### src/basicOpPkg.sv
package basicOpPkg;

	//////////////////////////////////////////////////
	// Operation codes
	//////////////////////////////////////////////////

	// Twelve basic operators of the codec
	typedef enum logic [3:0]
	{
		opAdd,
		opSub,
		opMult,
		opShr,
		opLAdd,
		opLSub,
		opLMult,
		opLMac,
		opLMsu,
		opLShl,
		opLShr,
		opNormS
	} basicOpCode;

	//////////////////////////////////////////////////
	// Operand and result word
	//////////////////////////////////////////////////

	// Long view or two 16-bit halves
	// 16-bit ops use w.lo only, w.hi carries the sign
	typedef union packed
	{
		logic signed [31:0] l;
		struct packed
		{
			logic signed [15:0] hi;
			logic signed [15:0] lo;
		} w;
	} basicOpWord;

	// Saturation limits
	localparam logic signed [15:0] MAX16 = 16'sh7fff;
	localparam logic signed [15:0] MIN16 = 16'sh8000;
	localparam logic signed [31:0] MAX32 = 32'sh7fff_ffff;
	localparam logic signed [31:0] MIN32 = 32'sh8000_0000;

endpackage

### src/resultCollector.sv
module resultCollector
#(
	parameter int NUM_LANES = 4,
	parameter int ADDR_W = 8
)
(
	input logic clk,
	input logic rstN,
	input logic [NUM_LANES-1:0] laneOutValid,
	output logic [NUM_LANES-1:0] laneOutReady,
	input basicOpPkg::basicOpWord [NUM_LANES-1:0] laneResult,
	input logic [NUM_LANES-1:0] laneOverflow,
	input logic [NUM_LANES-1:0][ADDR_W-1:0] laneResDest,
	output logic resValid,
	input logic resReady,
	output basicOpPkg::basicOpWord resData,
	output logic resOverflow,
	output logic [ADDR_W-1:0] resDest,
	input logic memSel,
	output logic wrEn,
	output logic [ADDR_W-1:0] wrAddr,
	output logic [31:0] wrData
);

	localparam int PTR_W = $clog2(NUM_LANES);

	logic [PTR_W-1:0] ptr;
	logic transfer;

	//////////////////////////////////////////////////
	// Result stream
	//////////////////////////////////////////////////

	// Selected lane drives the stream
	assign resValid = laneOutValid[ptr];
	assign resData = laneResult[ptr];
	assign resOverflow = laneOverflow[ptr];
	assign resDest = laneResDest[ptr];
	assign transfer = resValid && resReady;

	always_comb
	begin
		laneOutReady = '0;
		laneOutReady[ptr] = resReady;
	end

	// Same walk as the dispatcher keeps issue order
	always_ff @(posedge clk)
	begin
		if (!rstN)
			ptr <= '0;
		else if (transfer)
		begin
			if (ptr == PTR_W'(NUM_LANES - 1))
				ptr <= '0;
			else
				ptr <= ptr + PTR_W'(1);
		end
	end

	//////////////////////////////////////////////////
	// Scratch write
	//////////////////////////////////////////////////

	// Test port owns the memory while memSel is high
	assign wrEn = transfer && !memSel;
	assign wrAddr = resDest;
	assign wrData = resData;

endmodule

### config.mk
export PLATFORM = sky130hd
export DESIGN_NAME = resultCollector
export DESIGN_NICKNAME = d
export VERILOG_FILES = /design/src/basicOpPkg.sv /design/src/resultCollector.sv
export SDC_FILE = /design/constraint.sdc
export NUM_CORES = 1
export LEC_CHECK = 0
export ABC_AREA = 1
export BUFFER_PORTS_ARGS = -buffer_cell sky130_fd_sc_hd__buf_2
export CAP_MARGIN = 10
export CORE_AREA = 4 4 99 101
export DETAILED_ROUTE_END_ITERATION = 7
export DIE_AREA = 0 0 103 105
export HOLD_SLACK_MARGIN = 0.08
export SYNTH_ARGS = -nofsm -noshare
export SYNTH_HDL_FRONTEND = slang
export SYNTH_SLANG_ARGS = --single-unit
### constraint.sdc
create_clock -name clk -period 2.8 [get_ports clk]
set_input_delay 0.84 -clock clk [delete_from_list [all_inputs] [get_ports clk]]
set_output_delay 0.84 -clock clk [all_outputs]
set_load 0.03 [all_outputs]
* After elaboration in Yosys (flattened, before gate mapping)
Cells that the tools add are included.
Word-level totals: flip-flop bits (word level) 2, logic and storage cells 21, output and inout bits 87, input port bits 172
Cells by class: bitwise logic cells 1, equality and inequality tests 1, order comparisons 2, muxes and demuxes 11, reductions and logical operators 4, add/subtract/negate cells 1
Operators by type and width (count):
- binary-select mux 32 bit (select 2 bit) | 1
- two-way mux 32 bit | 1
- binary-select mux 8 bit (select 2 bit) | 1
- two-way mux 8 bit | 1
- AND 4 bit | 1
- binary-select mux 1 bit (select 2 bit) | 2
- logical AND 1 bit | 3
- less-than comparator 2 x 3 -> 1 bit (second input constant) | 1
- two-way mux 1 bit | 3
- adder 2 x 1 -> 2 bit (second input constant) | 1
- demux 1 bit (select 2 bit) | 1
- == test 2 bit (second input constant) | 1
- >= comparator 2 x 1 -> 1 bit (second input constant) | 1
- two-way mux 2 bit | 1
- zero test 1 bit | 1

* Depth between registers and ports, before layout
depth after elaboration 5, mapped depth 8, gate-level depth less buffers 7

* Least setup slack after synthesis
OpenSTA, ideal clock, no wires.
path type input to output, from input laneResDest[19] (netlist bit), to output wrAddr[3], stages on the path 3, arrival 1725 ps, required time 1960 ps, buffers on the path 1, slack 235 ps, cell sequence o21ai_0 o22ai_1 buf_4
On the way: word-level cells in the longest chain between the ends 2
Ends and longest elaborated chain:
- start: declaration | RTL line resultCollector.sv:13 | input logic [NUM_LANES-1:0][ADDR_W-1:0] laneResDest,
- binary-select mux 8 bit (select 2 bit) | RTL line resultCollector.sv:38 | assign resDest = laneResDest[ptr];
- two-way mux 8 bit (implied by the code) | RTL line resultCollector.sv:38
- end: declaration | RTL line resultCollector.sv:21 | output logic [ADDR_W-1:0] wrAddr,
No other way between the ends. The select of a mux whose other input is x is not followed.

* Worst setup path in the final report
from register ptr[0], to output wrData[24]
On the way: word-level cells in the longest chain between the ends 2
Ends and longest elaborated chain:
- start: declaration | RTL line resultCollector.sv:27 | logic [PTR_W-1:0] ptr;
- start signal: assignment | RTL line resultCollector.sv:57 | ptr <= ptr + PTR_W'(1);
- binary-select mux 32 bit (select 2 bit) | RTL line resultCollector.sv:36 | assign resData = laneResult[ptr];
- two-way mux 32 bit (implied by the code) | RTL line resultCollector.sv:36
- end: declaration | RTL line resultCollector.sv:22 | output logic [31:0] wrData
No other way between the ends. The select of a mux whose other input is x is not followed.

==> impl_metrics.ini <==
[floorplanning]
initial_core_utilization_pct = 18.2
die_width_um = 103
pin_count = 259
rows = 35
die_area_mm2 = 0.0108
coreArea_mm2 = 0.00902
die_y_um = 105

[power_and_ir_drop]
powerDensity_mw_per_mm2 = 507
comb_power_share_pct = 89.4
switching_power_mw = 0.910
totalPowerFinal_mw = 1.42
worst_ir_drop_vdd_mv = 0.242
power.internal_mw = 0.506
power_frac_clock_pct = 8.1
power.static_leakage_nw = 1.59
power.sequential.fraction_pct = 2.5
switching_share_pct = 64.3

[clock_tree]
clock_edge_transition_at_the_registers_on_the_reported_setup_and_hold_paths_ns = 0.03
clock_sinks = 2
ctsRootBufferMaster = clkbuf_8
tritoncts = done
cts_buffer_depth = 2
post_cts.repair.setup_buffers = 0
tritoncts.num_buffers = 3
clock_network_latency_to_the_later_pin_of_the_worst_skew_pair_ns = 0.21
cts-resized-gates = 0
cts-hold-fix-buffers = 0
ctsHtreeMaxLevel = 1

[routing]
wire_per_inst_um = 13.3
met3RoutedLength_um = 564
dr.max_layer_used = met4
drt-vias-per-instance = 4.46
drt_iter0_markers = 90
drc_errors = 0
first_pass_iters = 4
wl_mm = 8.31
wl_met2_mm = 4.42
detailroute.via_count = 2784
detail_route.wirelength.met1_mm = 3.29
ant_nets = 0

[synthesis]
ys_seq_area_share_pct = 2.44
postSynthNetCount = 485
synth-edff-count = 0
ys_seq_elements = 2
mappedNetlistArea_mm2 = 0.00164
synthDominantCellAreaShare_pct = 19.9
netlist_top_cells_count = nor2_1, o21ai_0, buf_4, o22ai_1, o21ai_1
yosys_warnings = 0
syn_area_per_cell_um2 = 5.32
yosysUniqueCellTypes = 18
ys.flop_type = dfxtp_1
synth_cells = 309
async_reset_ff_share_pct = 0
post_synth_main_area_contributors = nor2_1, buf_4, o21ai_0, o22ai_1, o21ai_1
yosysMostFrequentCell = nor2_1
synthDominantAreaCellType = nor2_1

[finish]
diodes = 0
largest_register_ffs = 2
design.final.nets = 691
final_core_utilization_pct = 30.9
finish.cell_count_without_fillers = 624
largest-register = ptr
drive_gt1_share_pct = 54.0
reg.largest.list = ptr x2
layout.filler_cells = 1024
area_delta_synth_final_pct = 69.8

[global_routing]
grt_pass1_vias = 2459
overflow = 0
number_of_antenna_violations_at_the_first_check_in_global_routing = 0
grt_first_pass_wirelength_mm = 11.6
grt_use_total_pct = 12.8
grt_start_max_net_pins = 88

[worst_setup_path]
setup.worst_path.start_class = flop
setup.worst_path.start = ptr[0]
ff_to_ff_start = ptr[0]
path_max_fanout = 43
timing.critical_path.arrival_ns = 1.74
cp_data_required_time_ns = 1.96
crit_path_end_kind = output pin
worstSetupPathType = flop to output pin

[sta]
max_slew.worst_pin.slew_ns = 0.458
timing.final.setup_violations = 0
rsz0062_at_grt = no
max_freq_mhz = 388
setup_total_negative_slack_ns = 0
post-route-period-util_pct = 92.1
layout_min_cycle_time_ns = 2.58
max-slew-margin-rel_pct = 69.5
finalMaxSlewViolations = 0
hold_ws_ns = 0.801
finalHoldViolations = 0
finClkSkew_ns = 0.00177

[placed_design]
number_of_port_buffers = 258
post-dp-hpwl_mm = 6.88
globalplace.congestion = 0.890
placed_cells_incl_taps = 621

[hold_path]
hold_path_class = flop to flop
min_from = ptr[0]

[run]
drv_cap = 0

[outcome]
run_status = finished clean
==> cell families after synthesis <==
kind of cell / after synthesis / synth area share [%]
compound gates: 124 / 40.9
fa+ha+maj: 4 / 3.05
buf+inv: 75 / 28.3
flops: 2 / 2.44
simple gates: 104 / 25.4
==> layout make-up <==
cell class | count | area, µm² | area share, %
clock buffers | 3 | 41.3 | 1.48
well taps | 111 | 139 | 4.98
inverters | 9 | 33.8 | 1.21
multi-input cells | 232 | 1140 | 40.8
flip-flops and latches | 2 | 41.3 | 1.48
repair buffers | 267 | 1400 | 50.0
==> power groups by stage <==
stage | logic [mW] | registers, mW | clock network [mW]
final | 1.27 | 0.0359 | 0.114
after global routing | 1.35 | 0.0365 | 0.122
after CTS | 1.27 | 0.0359 | 0.120
after detailed placement | 1.27 | 0.0362 | 0
after global placement | 1.26 | 0.0361 | 0
after floorplan | 0.995 | 0.0383 | 0
==> cells in the final DEF (no fill, tap or decap), drive strengths merged <==
cell type,n
a21oi,1
and2,1
buf,267
clkbuf,3
dfxtp,2
ha,4
inv,9
nand2,12
nand3,3
nand4,1
nor2,87
o21ai,82
o22ai,41
==> worst paths after layout <==
check / endpoint / slack (ns) / depth (start not counted)
worst min register to register: ptr[0] / 0.80 / 4
worst min-delay path: ptr[0] / 0.80 / 4
worst max register to register: ptr[1] / 1.30 / 7
worst max-delay path: wrData[24] / 0.22 / 5
==> per-layer routing <==
| layer | global-route usage (%) | up-vias |
|---|---|---|
| met1 | 16.1 | 1248 |
| met2 | 23.9 | 99 |
| met5 | 0 | - |
| met3 | 0.868 | 4 |
| met4 | 1.67 | 0 |
| li1 | - | 1433 |
==> metrics by stage <==
step / setup WS (ns) / instance area, µm²
6_report: 0.221 / 2790
5_1_grt: 0.119 / 2790
4_1_cts: 0.213 / 2790
3_5_place_dp: 0.390 / 2750
3_3_place_gp: 0.404 / 2750
2_1_floorplan: 0.235 / 1640
==> worst max-delay path: stages, from the launching register on <==
cell and delay, ns:
dfxtp_2 0.32, inv_2 0.34, buf_12 0.27, o21ai_1 0.11
o22ai_1 0.21, buf_2 0.25
No activity file was read; power rests on OpenSTA's default activity.
