--- config.mk ---
export PLATFORM = sky130hd
export DESIGN_NAME = opDispatcher
export DESIGN_NICKNAME = d
export VERILOG_FILES = /design/src/basicOpPkg.sv /design/src/opDispatcher.sv
export SDC_FILE = /design/constraint.sdc
export NUM_CORES = 1
export LEC_CHECK = 0
export BUFFER_PORTS_ARGS = -buffer_cell sky130_fd_sc_hd__clkbuf_2
export CAP_MARGIN = 20
export CORE_AREA = 3 3 86 88
export DETAILED_ROUTE_END_ITERATION = 8
export DIE_AREA = 0 0 89 91
export SLEW_MARGIN = 20
export SYNTH_ARGS = -nofsm -noshare
export SYNTH_HDL_FRONTEND = slang
export SYNTH_SLANG_ARGS = --single-unit
--- constraint.sdc ---
create_clock -name clk -period 1.3 [get_ports clk]
set_clock_uncertainty 0.2 [all_clocks]
set_input_delay 0.26 -clock clk [delete_from_list [all_inputs] [get_ports clk]]
set_output_delay 0.26 -clock clk [all_outputs]
set_load 0.01 [all_outputs]
--- src/basicOpPkg.sv ---
package basicOpPkg;

	//////////////////////////////////////////////////
	// Operation codes
	//////////////////////////////////////////////////

	// Twelve basic operators of the codec
	typedef enum logic [3:0]
	{
		opAdd,
		opSub,
		opMult,
		opShr,
		opLAdd,
		opLSub,
		opLMult,
		opLMac,
		opLMsu,
		opLShl,
		opLShr,
		opNormS
	} basicOpCode;

	//////////////////////////////////////////////////
	// Operand and result word
	//////////////////////////////////////////////////

	// Long view or two 16-bit halves
	// 16-bit ops use w.lo only, w.hi carries the sign
	typedef union packed
	{
		logic signed [31:0] l;
		struct packed
		{
			logic signed [15:0] hi;
			logic signed [15:0] lo;
		} w;
	} basicOpWord;

	// Saturation limits
	localparam logic signed [15:0] MAX16 = 16'sh7fff;
	localparam logic signed [15:0] MIN16 = 16'sh8000;
	localparam logic signed [31:0] MAX32 = 32'sh7fff_ffff;
	localparam logic signed [31:0] MIN32 = 32'sh8000_0000;

endpackage

--- src/opDispatcher.sv ---
module opDispatcher
#(
	parameter int NUM_LANES = 4,
	parameter int ADDR_W = 8
)
(
	input logic clk,
	input logic rstN,
	input logic opValid,
	output logic opReady,
	input basicOpPkg::basicOpCode opCode,
	input basicOpPkg::basicOpWord opA,
	input basicOpPkg::basicOpWord opB,
	input basicOpPkg::basicOpWord opC,
	input logic [ADDR_W-1:0] opDest,
	input logic [NUM_LANES-1:0] laneInReady,
	output logic [NUM_LANES-1:0] laneInValid,
	output basicOpPkg::basicOpCode laneOpCode,
	output basicOpPkg::basicOpWord laneA,
	output basicOpPkg::basicOpWord laneB,
	output basicOpPkg::basicOpWord laneC,
	output logic [ADDR_W-1:0] laneDest
);

	localparam int PTR_W = $clog2(NUM_LANES);

	logic [PTR_W-1:0] ptr;
	logic accept;

	// Stream is ready when the next lane in turn is
	assign opReady = laneInReady[ptr];
	assign accept = opValid && opReady;

	// Only the selected lane sees a valid
	always_comb
	begin
		laneInValid = '0;
		laneInValid[ptr] = opValid;
	end

	// Operation fields go to all lanes
	assign laneOpCode = opCode;
	assign laneA = opA;
	assign laneB = opB;
	assign laneC = opC;
	assign laneDest = opDest;

	// Round-robin pointer, moves on a handshake only
	always_ff @(posedge clk)
	begin
		if (!rstN)
			ptr <= '0;
		else if (accept)
		begin
			if (ptr == PTR_W'(NUM_LANES - 1))
				ptr <= '0;
			else
				ptr <= ptr + PTR_W'(1);
		end
	end

endmodule

# Yosys cells after proc, flatten, opt, wreduce, memory -nomap -nowiden
# Index checks and enable logic that the tools add are counted.
word_totals:
  output_inout_bits: 113
  reg_bits: 2
  word_cells: 13
classes:
  n_reduce_logical: 2
  eq_ne: 1
  magnitude_cmp: 2
  bitwise: 1
  n_mux: 5
  n_addsub: 1
ops:
  columns: ["op", "count"]
  rows:
  - ["bitwise AND 4 bit", 1]
  - ["< comparator 2 x 3 -> 1 bit, second input constant", 1]
  - ["adder 2 x 1 -> 2 bit, second input constant", 1]
  - ["binary-select mux 1 bit (select 2 bit)", 1]
  - ["demux 1 bit (select 2 bit)", 1]
  - ["== test 2 bit, second input constant", 1]
  - ["greater-or-equal comparator 2 x 1 -> 1 bit, second input constant", 1]
  - ["logical AND 1 bit", 2]
  - ["two-way mux 1 bit", 2]
  - ["two-way mux 2 bit", 1]

# Depth between registers and ports, before layout
logic_depth:
  ltp_word: 5
  depth_mapped: 5

# Least setup slack after synthesis
# OpenSTA, ideal clock, no wires.
synth_timing:
  kind: "register -> register"
  from: "register ptr[0]"
  to: "register ptr[1]"
  setup_time_ns: 0.119
  slack_ns: -0.110
  path_stages_with_launch: 6
  t_arrival_ns: 1.090
  path_cell_list: "dfxtp_1 inv_1 ha_1 nand2b_1 o21ai_1 a21boi_1"
synth_between:
  elab_chain_cells: 3
  word_cells_on_any_way: 6
synth_rtl:
  columns: ["item", "line_no", "text"]
  rows:
  - ["from (decl)", "opDispatcher.sv:27", "logic [PTR_W-1:0] ptr;"]
  - ["from (signal assigned)", "opDispatcher.sv:58", "ptr <= ptr + PTR_W'(1);"]
  - ["binary-select mux 1 bit (select 2 bit)", "opDispatcher.sv:31", "assign opReady = laneInReady[ptr];"]
  - ["two-way mux 1 bit (not written as such)", "opDispatcher.sv:31", null]
  - ["logical AND 1 bit", "opDispatcher.sv:32", "assign accept = opValid && opReady;"]
# Several ways; a longest one is shown, not always the timed one. The select of a mux whose other input is x is not followed.
# A chain may end at the register's enable or synchronous reset.

# Worst setup path in the final report
layout_timing:
  from: "register ptr[0]"
  to: "output port opReady"
layout_between:
  elab_chain_cells: 2
layout_rtl:
  columns: ["item", "line_no", "text"]
  rows:
  - ["binary-select mux 1 bit (select 2 bit)", "opDispatcher.sv:31", null]
  - ["two-way mux 1 bit (not written as such)", "opDispatcher.sv:31", null]
  - ["to (decl)", "opDispatcher.sv:10", "output logic opReady,"]
# Every way passes these cells. The select of a mux whose other input is x is not followed.

==> metrics <==
fraction of layout cells with a size suffix above 1=0.6444; total grt overflow=0; number of nets produced by synthesis=254; power density normalized to cell area=922.5 nW/µm²; cells taking the most area after synthesis=sky130_fd_sc_hd__buf_4, sky130_fd_sc_hd__ha_1, sky130_fd_sc_hd__dfxtp_1; sequential share of the synthesized area=0.03869; Leakage Power=0.0002038 µW; Hold WS=0.1020 ns; largest reg by FF count=ptr; antenna diode count=0; number of library cell types mapped by synthesis=16; Synth Register Bits=2; die outline height=91 µm; CTS Root Cell=sky130_fd_sc_hd__clkbuf_8; ranking of synthesized cells by instance count=sky130_fd_sc_hd__buf_4, sky130_fd_sc_hd__and2_1, sky130_fd_sc_hd__ha_1; number of max-slew violations in the final report=0; critical path fanouts, max=7; endpoint kind of the worst setup timing path=output pin; clock-pin slew on the worst setup and hold paths=0.03 ns; Critical Path Source Type=flip-flop; largest registers ranked by flip-flop count=ptr: 2 flops; number of synthesized flops with an enable pin=0; Site Rows=30; Post-Syn Area per Cell=7.665 µm²; number of buffers added to fix hold violations after cts=0; critical path class=flip-flop to output pin; count of unresolved DRC violations after routing=0; wire length of the first global-routing pass=2311 µm; Worst EP arrival=1.17 ns; final setup fails=7; final cell count without fillers=125; final weighted congestion in routability-driven placement=0.6591; flip-flop count of the largest register after layout=2; Clk Latency, worst-skew pair=0.21 ns; DRT Pass-1 Iters=4; area overhead of the layout relative to synthesis=-51.39%; die extent in x=89 µm; average vias per placed instance=3.104; number of global-route vias before repair=439; detailed-route wire length=1764 µm; largest buffer count on any clock path=2; biggest area consumer among synthesized cells=sky130_fd_sc_hd__buf_4; worst min path class=input pin to flip-flop; violated checks=setup timing; power after layout=464.0 µW; RSZ-0062 raised after global routing=true; setup ws final=-0.3299 ns; Cell Count Post-Placement=120; Port Buffer Count=11; Max VDD drop=0.2733 mV; endpoints failing hold=0; H-Tree Depth=1; post-route minimum period=1.630 ns; max cap viols=0; area taken by flip-flops and latches=47.55 µm²; highest metal layer used by the detailed router=met4; clock tree sinks=2; proportion of register bits with asynchronous set or reset after synthesis=0; overall track demand over capacity in global routing=0.04028; number of fill cells in the layout=776; DIE AREA=8099 µm²; cells after synthesis=135; Slew @ Worst Pin=0.1967 ns; combined area of the multi-input logic cells=202.7 µm²; sum of routed wire segments on met1=390 µm; clock buffers created by TritonCTS=3; final antenna-violating net count=0; core box area=6719 µm²; met3 wire length=456 µm; antenna violations before repair=0; synthesized cell area=1035 µm²; count of nets after finishing=166; iteration-0 DRC count of the detailed router=7; DR vias=388; Final Instance Area=503.0 µm²; met2 layer wire length in the routed design=503 µm; top-count cell post-synth=sky130_fd_sc_hd__buf_4; total negative setup slack=-1.564 ns; Crit path required time=0.84 ns; post-synth top area share=0.7836; pin count of the biggest net entering global routing=9; Slew headroom=0.8651; TritonCTS clock tree=done; Max Freq=0.6136 GHz; total I/O pin count=228; initial core utilization=0.1540; status=complete, but fails checks; Yosys warning total=0; average wire length per cell after detail routing=14.11 µm; final clock period utilization by the worst path=1.254; post-placement cell area=405.4 µm²; Top FF cell, synth=sky130_fd_sc_hd__dfxtp_1
## path summary, 6_finish.rpt
kind / slack (ns) / cells after the start / end / startpoint
worst max-delay path: -0.33 / 4 / opReady / ptr[0]
worst min-delay path: 0.10 / 3 / ptr[0] / rstN
worst max register to register: -0.22 / 5 / ptr[0] / ptr[0]
worst min register to register: 0.32 / 2 / ptr[0] / ptr[0]
## report_power, final
group	total (µW)	internal, µW	switching (µW)	leakage [µW]
clock	251	196	54.8	0.0000216
sequential	80.9	68.3	12.6	0.0000178
combinational	132	77.3	54.6	0.000164
total	464	342	122	0.000204
## kinds of logic after synthesis
| kind of cell | share of synthesized area |
|---|---|
| AOI/OAI and AO/OA | 0.03143 |
| adders and majority gates | 0.04837 |
| buffers and inverters | 0.7908 |
| DFF | 0.03870 |
| muxes | 0.03023 |
| and+or+nand+nor | 0.06046 |
## routing by layer
layer | vias up | GRT usage
met2 | 66 | 0.03156
met1 | 135 | 0.02493
met3 | 60 | 0.03539
met4 | 0 | 0.1067
met5 | - | 0
li1 | 127 | -
## cell type report
cell class | instances | share of cell area
clock buffers | 3 | 0.08209
flip-flops and latches | 2 | 0.09453
inverters | 2 | 0.01493
well taps | 80 | 0.1990
repair buffers | 15 | 0.2065
multi-input cells | 23 | 0.4030
## repair_timing
action	CTS	global route
gates resized for setup	7	5
gates cloned	0	0
setup buffers	2	1
endpoints found under the setup margin	7	7
pin swaps	3	1
## per-stage QoR
stage,setup slack [ns],util
global route,-0.3690,0.07486
detailed placement,-0.1150,0.06034
CTS,-0.3330,0.07244
global placement,-0.1124,0.06034
floorplan,0.006510,-
finish,-0.3299,0.07486
## cells in the final DEF (no fill, tap or decap), types with 2 or more instances in the layout
master                     Yosys  routed
sky130_fd_sc_hd__clkbuf_8      0       4
sky130_fd_sc_hd__nand2_1       3       3
sky130_fd_sc_hd__dfxtp_4       0       2
sky130_fd_sc_hd__and2_4        0       3
sky130_fd_sc_hd__mux2i_1       2       2
sky130_fd_sc_hd__clkbuf_2      0       8
sky130_fd_sc_hd__ha_1          4       2
sky130_fd_sc_hd__inv_2         0       2
sky130_fd_sc_hd__nor2_1        2       2
sky130_fd_sc_hd__buf_4       108       3
sky130_fd_sc_hd__buf_6         0       2
## worst max-delay path, cell delays in order (launching register included)
cell	delay [ns]
sky130_fd_sc_hd__dfxtp_4	0.38
sky130_fd_sc_hd__mux2_4	0.31
sky130_fd_sc_hd__nor2_1	0.09
sky130_fd_sc_hd__a21oi_1	0.05
sky130_fd_sc_hd__clkbuf_2	0.13
No activity file was read; power rests on OpenSTA's default activity.
