<file path="src/basicOpPkg.sv">
package basicOpPkg;

	//////////////////////////////////////////////////
	// Operation codes
	//////////////////////////////////////////////////

	// Twelve basic operators of the codec
	typedef enum logic [3:0]
	{
		opAdd,
		opSub,
		opMult,
		opShr,
		opLAdd,
		opLSub,
		opLMult,
		opLMac,
		opLMsu,
		opLShl,
		opLShr,
		opNormS
	} basicOpCode;

	//////////////////////////////////////////////////
	// Operand and result word
	//////////////////////////////////////////////////

	// Long view or two 16-bit halves
	// 16-bit ops use w.lo only, w.hi carries the sign
	typedef union packed
	{
		logic signed [31:0] l;
		struct packed
		{
			logic signed [15:0] hi;
			logic signed [15:0] lo;
		} w;
	} basicOpWord;

	// Saturation limits
	localparam logic signed [15:0] MAX16 = 16'sh7fff;
	localparam logic signed [15:0] MIN16 = 16'sh8000;
	localparam logic signed [31:0] MAX32 = 32'sh7fff_ffff;
	localparam logic signed [31:0] MIN32 = 32'sh8000_0000;

endpackage

</file>
<file path="src/basicOpLane.sv">
module basicOpLane
#(
	parameter int ADDR_W = 8
)
(
	input logic clk,
	input logic rstN,
	input logic inValid,
	output logic inReady,
	input basicOpPkg::basicOpCode opCode,
	input basicOpPkg::basicOpWord a,
	input basicOpPkg::basicOpWord b,
	input basicOpPkg::basicOpWord c,
	input logic [ADDR_W-1:0] dest,
	output logic outValid,
	input logic outReady,
	output basicOpPkg::basicOpWord result,
	output logic overflow,
	output logic [ADDR_W-1:0] resDest
);

	import basicOpPkg::*;

	//////////////////////////////////////////////////
	// Saturation helpers
	//////////////////////////////////////////////////

	function automatic logic fits16(input logic signed [63:0] v);
		return (v <= 64'(MAX16)) && (v >= 64'(MIN16));
	endfunction

	function automatic logic signed [15:0] sat16(input logic signed [63:0] v);
		if (v > 64'(MAX16))
			return MAX16;
		else if (v < 64'(MIN16))
			return MIN16;
		return v[15:0];
	endfunction

	function automatic logic fits32(input logic signed [63:0] v);
		return (v <= 64'(MAX32)) && (v >= 64'(MIN32));
	endfunction

	function automatic logic signed [31:0] sat32(input logic signed [63:0] v);
		if (v > 64'(MAX32))
			return MAX32;
		else if (v < 64'(MIN32))
			return MIN32;
		return v[31:0];
	endfunction

	// 16-bit result into lo, sign into hi
	function automatic basicOpWord toWord(input logic signed [15:0] v);
		basicOpWord r;
		r.w.lo = v;
		r.w.hi = {16{v[15]}};
		return r;
	endfunction

	// Leading sign bits, zero input gives zero
	function automatic logic signed [15:0] normS(input logic signed [15:0] v);
		logic [15:0] x;
		logic [15:0] n;
		logic found;
		x = v[15] ? ~v : v;
		n = '0;
		found = 1'b0;
		if (v == 16'sd0)
			return '0;
		for (int i = 14; i >= 0; i--)
		begin
			if (x[i])
				found = 1'b1;
			else if (!found)
				n = n + 16'd1;
		end
		return n;
	endfunction

	//////////////////////////////////////////////////
	// Datapath
	//////////////////////////////////////////////////

	logic signed [63:0] sum16;
	logic signed [63:0] diff16;
	logic signed [63:0] prod;
	logic signed [63:0] prodQ15;
	logic lMultOvf;
	logic signed [31:0] lMult;
	logic signed [63:0] sumL;
	logic signed [63:0] diffL;
	logic signed [63:0] macL;
	logic signed [63:0] msuL;
	logic signed [15:0] cnt;
	logic signed [16:0] negCnt;
	logic signed [16:0] lsh32;
	logic [16:0] right32;
	logic [5:0] left16;
	logic [5:0] left32;
	logic signed [63:0] wide16;
	logic signed [63:0] wide32;
	basicOpWord resNext;
	logic ovfNext;

	assign sum16 = 64'(a.w.lo) + 64'(b.w.lo);
	assign diff16 = 64'(a.w.lo) - 64'(b.w.lo);
	assign prod = 64'(a.w.lo) * 64'(b.w.lo);
	assign prodQ15 = prod >>> 15;

	// Doubled product, only MIN16 * MIN16 saturates
	assign lMultOvf = (prod == 64'sh4000_0000);
	assign lMult = lMultOvf ? MAX32 : {prod[30:0], 1'b0};

	assign sumL = 64'(a.l) + 64'(b.l);
	assign diffL = 64'(a.l) - 64'(b.l);
	assign macL = 64'(c.l) + 64'(lMult);
	assign msuL = 64'(c.l) - 64'(lMult);

	// Shift counts, positive lsh means a left shift
	assign cnt = b.w.lo;
	assign negCnt = -(17'(cnt));
	assign lsh32 = (opCode == opLShl) ? 17'(cnt) : negCnt;
	assign right32 = -lsh32;
	assign left16 = (negCnt > 17'sd16) ? 6'd16 : negCnt[5:0];
	assign left32 = (lsh32 > 17'sd32) ? 6'd32 : lsh32[5:0];
	assign wide16 = 64'(a.w.lo) <<< left16;
	assign wide32 = 64'(a.l) <<< left32;

	always_comb
	begin
		resNext = '0;
		ovfNext = 1'b0;
		case (opCode)
			opAdd:
			begin
				resNext = toWord(sat16(sum16));
				ovfNext = !fits16(sum16);
			end
			opSub:
			begin
				resNext = toWord(sat16(diff16));
				ovfNext = !fits16(diff16);
			end
			opMult:
			begin
				resNext = toWord(sat16(prodQ15));
				ovfNext = !fits16(prodQ15);
			end
			opShr:
			begin
				// Negative count turns into a saturating shl
				if (negCnt > 17'sd0)
				begin
					resNext = toWord(sat16(wide16));
					ovfNext = !fits16(wide16);
				end
				else if (cnt >= 16'sd15)
					resNext = toWord({16{a.w.lo[15]}});
				else
					resNext = toWord(a.w.lo >>> cnt[3:0]);
			end
			opLAdd:
			begin
				resNext.l = sat32(sumL);
				ovfNext = !fits32(sumL);
			end
			opLSub:
			begin
				resNext.l = sat32(diffL);
				ovfNext = !fits32(diffL);
			end
			opLMult:
			begin
				resNext.l = lMult;
				ovfNext = lMultOvf;
			end
			opLMac:
			begin
				resNext.l = sat32(macL);
				ovfNext = lMultOvf || !fits32(macL);
			end
			opLMsu:
			begin
				resNext.l = sat32(msuL);
				ovfNext = lMultOvf || !fits32(msuL);
			end
			opLShl, opLShr:
			begin
				if (lsh32 > 17'sd0)
				begin
					resNext.l = sat32(wide32);
					ovfNext = !fits32(wide32);
				end
				else if (right32 >= 17'd31)
					resNext.l = {32{a.l[31]}};
				else
					resNext.l = a.l >>> right32[4:0];
			end
			opNormS:
				resNext = toWord(normS(a.w.lo));
			default:
				resNext = '0;
		endcase
	end

	//////////////////////////////////////////////////
	// Output register
	//////////////////////////////////////////////////

	// Free, or emptied in this same cycle
	assign inReady = !outValid || outReady;

	always_ff @(posedge clk)
	begin
		if (!rstN)
			outValid <= 1'b0;
		else if (inValid && inReady)
			outValid <= 1'b1;
		else if (outReady)
			outValid <= 1'b0;
	end

	always_ff @(posedge clk)
	begin
		if (inValid && inReady)
		begin
			result <= resNext;
			overflow <= ovfNext;
			resDest <= dest;
		end
	end

endmodule

</file>
<file path="config.mk">
export PLATFORM = sky130hd
export DESIGN_NAME = basicOpLane
export DESIGN_NICKNAME = d
export VERILOG_FILES = /design/src/basicOpPkg.sv /design/src/basicOpLane.sv
export SDC_FILE = /design/constraint.sdc
export NUM_CORES = 2
export LEC_CHECK = 0
export ABC_AREA = 1
export BUFFER_PORTS_ARGS = -buffer_cell sky130_fd_sc_hd__buf_2
export CORE_MARGIN = 2
export CORE_UTILIZATION = 40
export CTS_BUF_LIST = sky130_fd_sc_hd__clkbuf_8
export CTS_CLUSTER_SIZE = 28
export DETAILED_ROUTE_END_ITERATION = 8
export GPL_TIMING_DRIVEN = 1
export SKIP_LAST_GASP = 1
export SLEW_MARGIN = 20
export SYNTH_ARGS = -nofsm -noshare
export SYNTH_HDL_FRONTEND = slang
export SYNTH_SLANG_ARGS = --single-unit
</file>
<file path="constraint.sdc">
create_clock -name clk -period 20.5 [get_ports clk]
set_clock_uncertainty 0.05 [all_clocks]
set_input_delay 2.05 -clock clk [delete_from_list [all_inputs] [get_ports clk]]
set_output_delay 2.05 -clock clk [all_outputs]
set_load 0.1 [all_outputs]
</file>
Word level (Yosys, flattened, before mapping)
Index checks and enable logic that the tools add are counted.
{"block": "word_totals", "wordCells": 287, "reg_bits": 42, "input_bits": 112, "out_inout_bits": 43}
{"block": "op_classes", "muxes": 174, "n_bitwise": 1, "n_mul": 1, "n_addsub": 22, "n_reduce_logical": 27, "n_shift": 4, "eq_ne": 12, "n_lt_le_gt_ge": 42}
{"cell": "16-bit two-way mux", "n": 70}
{"cell": "32-bit two-way mux", "n": 20}
{"cell": "32-bit one-hot mux with 11 select lines", "n": 1}
{"cell": "16-bit by 1-bit adder with 16-bit output (second input constant)", "n": 14}
{"cell": "33-bit by 32-bit >= comparator with 1-bit output (second input constant)", "n": 4}
{"cell": "33-bit by 32-bit greater-than comparator with 1-bit output (second input constant)", "n": 4}
{"cell": "33-bit by 32-bit less-or-equal comparator with 1-bit output (second input constant)", "n": 4}
{"cell": "33-bit by 32-bit < comparator with 1-bit output (second input constant)", "n": 4}
{"cell": "1-bit two-way mux", "n": 78}
{"cell": "32-bit by 32-bit adder with 33-bit output", "n": 2}
{"cell": "32-bit by 32-bit subtractor with 33-bit output", "n": 2}
{"cell": "64-bit by 16-bit >= comparator with 1-bit output (second input constant)", "n": 1}
{"cell": "64-bit by 32-bit >= comparator with 1-bit output (second input constant)", "n": 1}
{"cell": "64-bit by 16-bit greater-than comparator with 1-bit output (second input constant)", "n": 1}
{"cell": "64-bit by 32-bit greater-than comparator with 1-bit output (second input constant)", "n": 1}
{"cell": "64-bit by 16-bit less-or-equal comparator with 1-bit output (second input constant)", "n": 1}
{"cell": "64-bit by 32-bit less-or-equal comparator with 1-bit output (second input constant)", "n": 1}
{"cell": "64-bit by 16-bit < comparator with 1-bit output (second input constant)", "n": 1}
{"cell": "64-bit by 32-bit < comparator with 1-bit output (second input constant)", "n": 1}
{"cell": "16-bit by 6-bit <<< shifter with 64-bit output", "n": 1}
{"cell": "32-bit by 6-bit <<< shifter with 64-bit output", "n": 1}
{"cell": "17-bit by 16-bit >= comparator with 1-bit output (second input constant)", "n": 3}
{"cell": "17-bit by 16-bit greater-than comparator with 1-bit output (second input constant)", "n": 3}
{"cell": "17-bit by 16-bit less-or-equal comparator with 1-bit output (second input constant)", "n": 3}
{"cell": "30 further kinds", "n": 61}

Logic depth before layout (Yosys ltp)
{"block": "depth", "depth_word": 75, "ltp_mapped": 63, "ltp_nobuf": 61}

Worst setup path before layout
Ideal clock, no wire load.
{"block": "synth_path", "kind": "input to register", "startpoint": "input a[15] in the netlist's numbering", "endpoint": "register result[2] in the netlist's numbering, data pin", "path_stages": 54, "setup_ns": 0.256, "n_path_buf": 6, "required_time_ns": 20.194, "arrival_time_ns": 12.599, "setup_slack_ns": 7.595, "cell_sequence": "buf_6 clkbuf_1 clkbuf_1 buf_1 nand2_1 inv_1 fa_1 fa_1 inv_1 fa_1 fa_1 fa_1 fa_1 inv_1 ha_1 a21oi_1 nor2_1 a2111oi_0 (+18 left out) nand3_1 nand2_1 a21boi_0 inv_1 nand2_1 nand2_1 a21boi_0 o31ai_1 xor2_1 nor2_1 nor2_1 buf_2 buf_2 nand2_1 a21oi_1 nand3_1 a21oi_1 nand2_1"}
{"item": "start, declared", "line": "basicOpLane.sv:11", "rtl": "input basicOpPkg::basicOpWord a,"}
{"item": "end signal, assigned", "line": "basicOpLane.sv:227", "rtl": "result <= resNext;"}
{"item": "end, declared", "line": "basicOpLane.sv:17", "rtl": "output basicOpPkg::basicOpWord result,"}

==> impl_results.md <==
- Outcome: completed
- # setup viols final: 0
- Final Max Tran Viols: 0
- IO buf count: 154
- DRC Markers: 0
- Clock buffer count from CTS: 5
- Die X: 287 um
- Met3 Usage GRT: 4.61%
- Layout area overhead: 3.54%
- Yosys warnings: 0
- Post-DRT Antenna Nets: 0
- Met1 global-route usage: 44.1%
- Clock Tree Buf Depth: 2
- GP Congestion: 1.02
- Commonest non-fill, non-tap cell in the layout: nand2_1
- Routed vias: 36400
- Setup CP Type: in -> reg
- Fillers: 8887
- M2 GR Usage: 51.4%
- Final HPWL DP: 110000 um
- Placed cell area: 0.0332 mm2
- Slew HR: 17.7%
- Drt total wl: 137000 um
- Top Usage Layer GRT: met2
- Min Tclk post-route: 15.24 ns
- Clock-pin slew on the worst setup and hold paths: 0.12 ns
- Crit start category: input port
- Crit. End Element: flop
- Count of cell types in the netlist: 59
- Syn Area/Cell: 5.76 um2
- Syn_nets: 6187
- Die area: 0.0827 mm2
- Commonest non-fill, non-tap cells in the layout: 1691 x nand2_1, 962 x inv_1, 618 x nand3_1
- RSZ-0062 raised after global routing: no
- Post-synthesis sequential area ratio: 3.89%
- Slew @ Worst Pin: 1.22 ns
- Final Hold Viols: 0
- Worst stage delay on the critical path: 0.91 ns
- Core area: 0.0793 mm2
- Hold EP: outValid$_SDFFE_PN0P_
- Final period utilization: 74.4%
- Syn Inst Count: 5580
- Required time of the worst setup path: 20.54 ns
- Achievable clock frequency: 65.6 MHz
- Synth area leaders: nand2_1 20%, fa_1 17%, inv_1 11%, nand3_1 9.6%, ha_1 8.9%
- #FFs+latches synth: 42
- GRT Residual Overflow: 0
- Per-cell routed wire length: 20.9 um
- Fraction of layout cells with a size suffix above 1: 5.41%
- Starting density of the core: 40.6%
- Hold depth: 2
- Hold Startpoint: outValid$_SDFFE_PN0P_
- Largest net degree at the start of global routing: 89
- Depth of the most critical reg-to-reg path: 2
- Hold Path Class: reg -> reg
- GRT Resource Usage Total: 32.3%
- Post-cts hold buffer count: 0
- Worst-skew pair later-pin latency: 0.35 ns
- Number of enable flip-flop cells after synthesis: 41
- Post-Place Setup Slack: 5.18 ns
- CTS H-tree lvls: 2
- Largest area contributor in the netlist: nand2_1
- TNS Setup: 0 ns
- Initial DRT Pass Iterations: 7
- Clock sink count: 42
- DRT iter0 DRCs: 4421
- Worst r2r src: outValid$_SDFFE_PN0P_
- Die Height: 287 um
- R2R Path End: result[8]$_DFFE_PP_
- Fin area: 0.0333 mm2
- Synth Flop Type: edfxtp_1
- First-pass GRT wire length: 205000 um
- Ys async rst share: 0%
- Number of setup buffers added after CTS: 0
- Reg2reg setup slack: 19.01 ns
- CP dominant cell by count: nand2_1
- Top cell type's share of synthesized area: 19.8%
- CTS tree: yes
- Final worst slack: 5.26 ns
- Final #Nets: 6091
- I/O pin total: 155
- CP Max Fanout: 39
- Arrival @ worst endpoint: 15.28 ns
- Post-Syn Area: 0.0321 mm2
- Post-cts sizing count: 0
- Initial antenna violation count: 4
- Vias/cell: 5.56
- Core Rows: 103
- Vias in the first global route: 33900
- Root Driver: clkbuf_8
- Crit-path slowest cell: fa_1
- Max cap viols: 0
-- registers in the layout (all words and copies together) (netlist names) --
register  flops
outValid      1
resDest       8
overflow      1
result       32
-- Yosys cell counts (6+ instances only) --
cell      number
nand2_1     1692
inv_1        962
nand3_1      618
nor2_1       322
a21oi_1      303
o21ai_0      289
fa_1         266
ha_1         229
clkbuf_1     175
xor2_1       144
buf_2         56
nand4_1       56
nor3_1        47
edfxtp_1      41
buf_1         30
xnor2_1       29
o211ai_1      24
o21ai_1       21
nand2_2       19
a31oi_1       18
inv_2         18
buf_6         16
nor4_1        16
nand3_2       14
nor2_2        13
o21bai_1      12
a21boi_0      11
buf_4         11
or2_2         11
o31ai_1       10
nor2_4         9
o21a_1         9
a211oi_1       8
clkinv_1       8
o22ai_1        8
a21o_1         7
a221oi_1       7
a22oi_1        7
nand3b_1       7
and2_1         6
-- worst max-delay path by stage --
stage                     slack [ns]   from              endpoint
after CTS                       5.45  a[15]   result[8]$_DFFE_PP_
after floorplan                 7.60  a[15]   result[2]$_DFFE_PP_
after detailed placement        5.18  a[15]   result[8]$_DFFE_PP_
after global placement          5.53  a[15]  result[14]$_DFFE_PP_
after global routing            4.21  a[15]  result[14]$_DFFE_PP_
final                           5.26  a[15]   result[8]$_DFFE_PP_
-- kinds of logic (layout without fill, tap and decap cells) --
logic type	count (synthesis)	in the layout	synth area share [%]
AOI/OAI and AO/OA	757	757	13.0
xor gates and xnor gates	173	173	4.71
adders and majority gates	495	495	25.5
buffers and inverters	1277	1182	15.6
DFF	42	42	3.89
other	0	1	0
and+or+nand+nor	2836	2836	37.3
-- area by class of cell --
type | instances | area, um2 | share of cell area, %
multi-input cells | 4261 | 25900 | 77.8
inverters | 989 | 3710 | 11.2
well taps | 1050 | 1310 | 3.95
flip-flops and latches | 42 | 1250 | 3.76
repair buffers | 185 | 1010 | 3.02
clock buffers | 5 | 68.8 | 0.207
clock inverters | 3 | 28.8 | 0.0865
diodes | 1 | 2.50 | 0.00752
-- worst max-delay path: cells and delay by family --
family                     cells  cell delay (ns)
xor gates and xnor gates       2             0.64
and+or+nand+nor               25             4.07
buffers and inverters         10             2.21
adders and majority gates      8             4.37
AOI/OAI and AO/OA              8             1.92
-- metrics by stage --
| stage | hold WS, ns | instances | utilization [%] |
|---|---|---|---|
| 2_1_floorplan | 1.65 | 5580 | - |
| 3_3_place_gp | 0.490 | 6527 | 41.9 |
| 3_5_place_dp | 0.497 | 6527 | 41.9 |
| 4_1_cts | 0.511 | 6535 | 42.0 |
| 5_1_grt | 0.558 | 6535 | 42.0 |
| 6_report | 0.509 | 6536 | 42.0 |
-- routing by layer --
layer	vias to the layer above	part of all wire [%]
li1	17300	-
met1	17100	42
met2	1703	44
met3	268	9.2
met4	6	4.6
met5	-	0.031
Power is not shown: default switching activity piles up to over one toggle a cycle in this logic, so the estimate is an artifact.
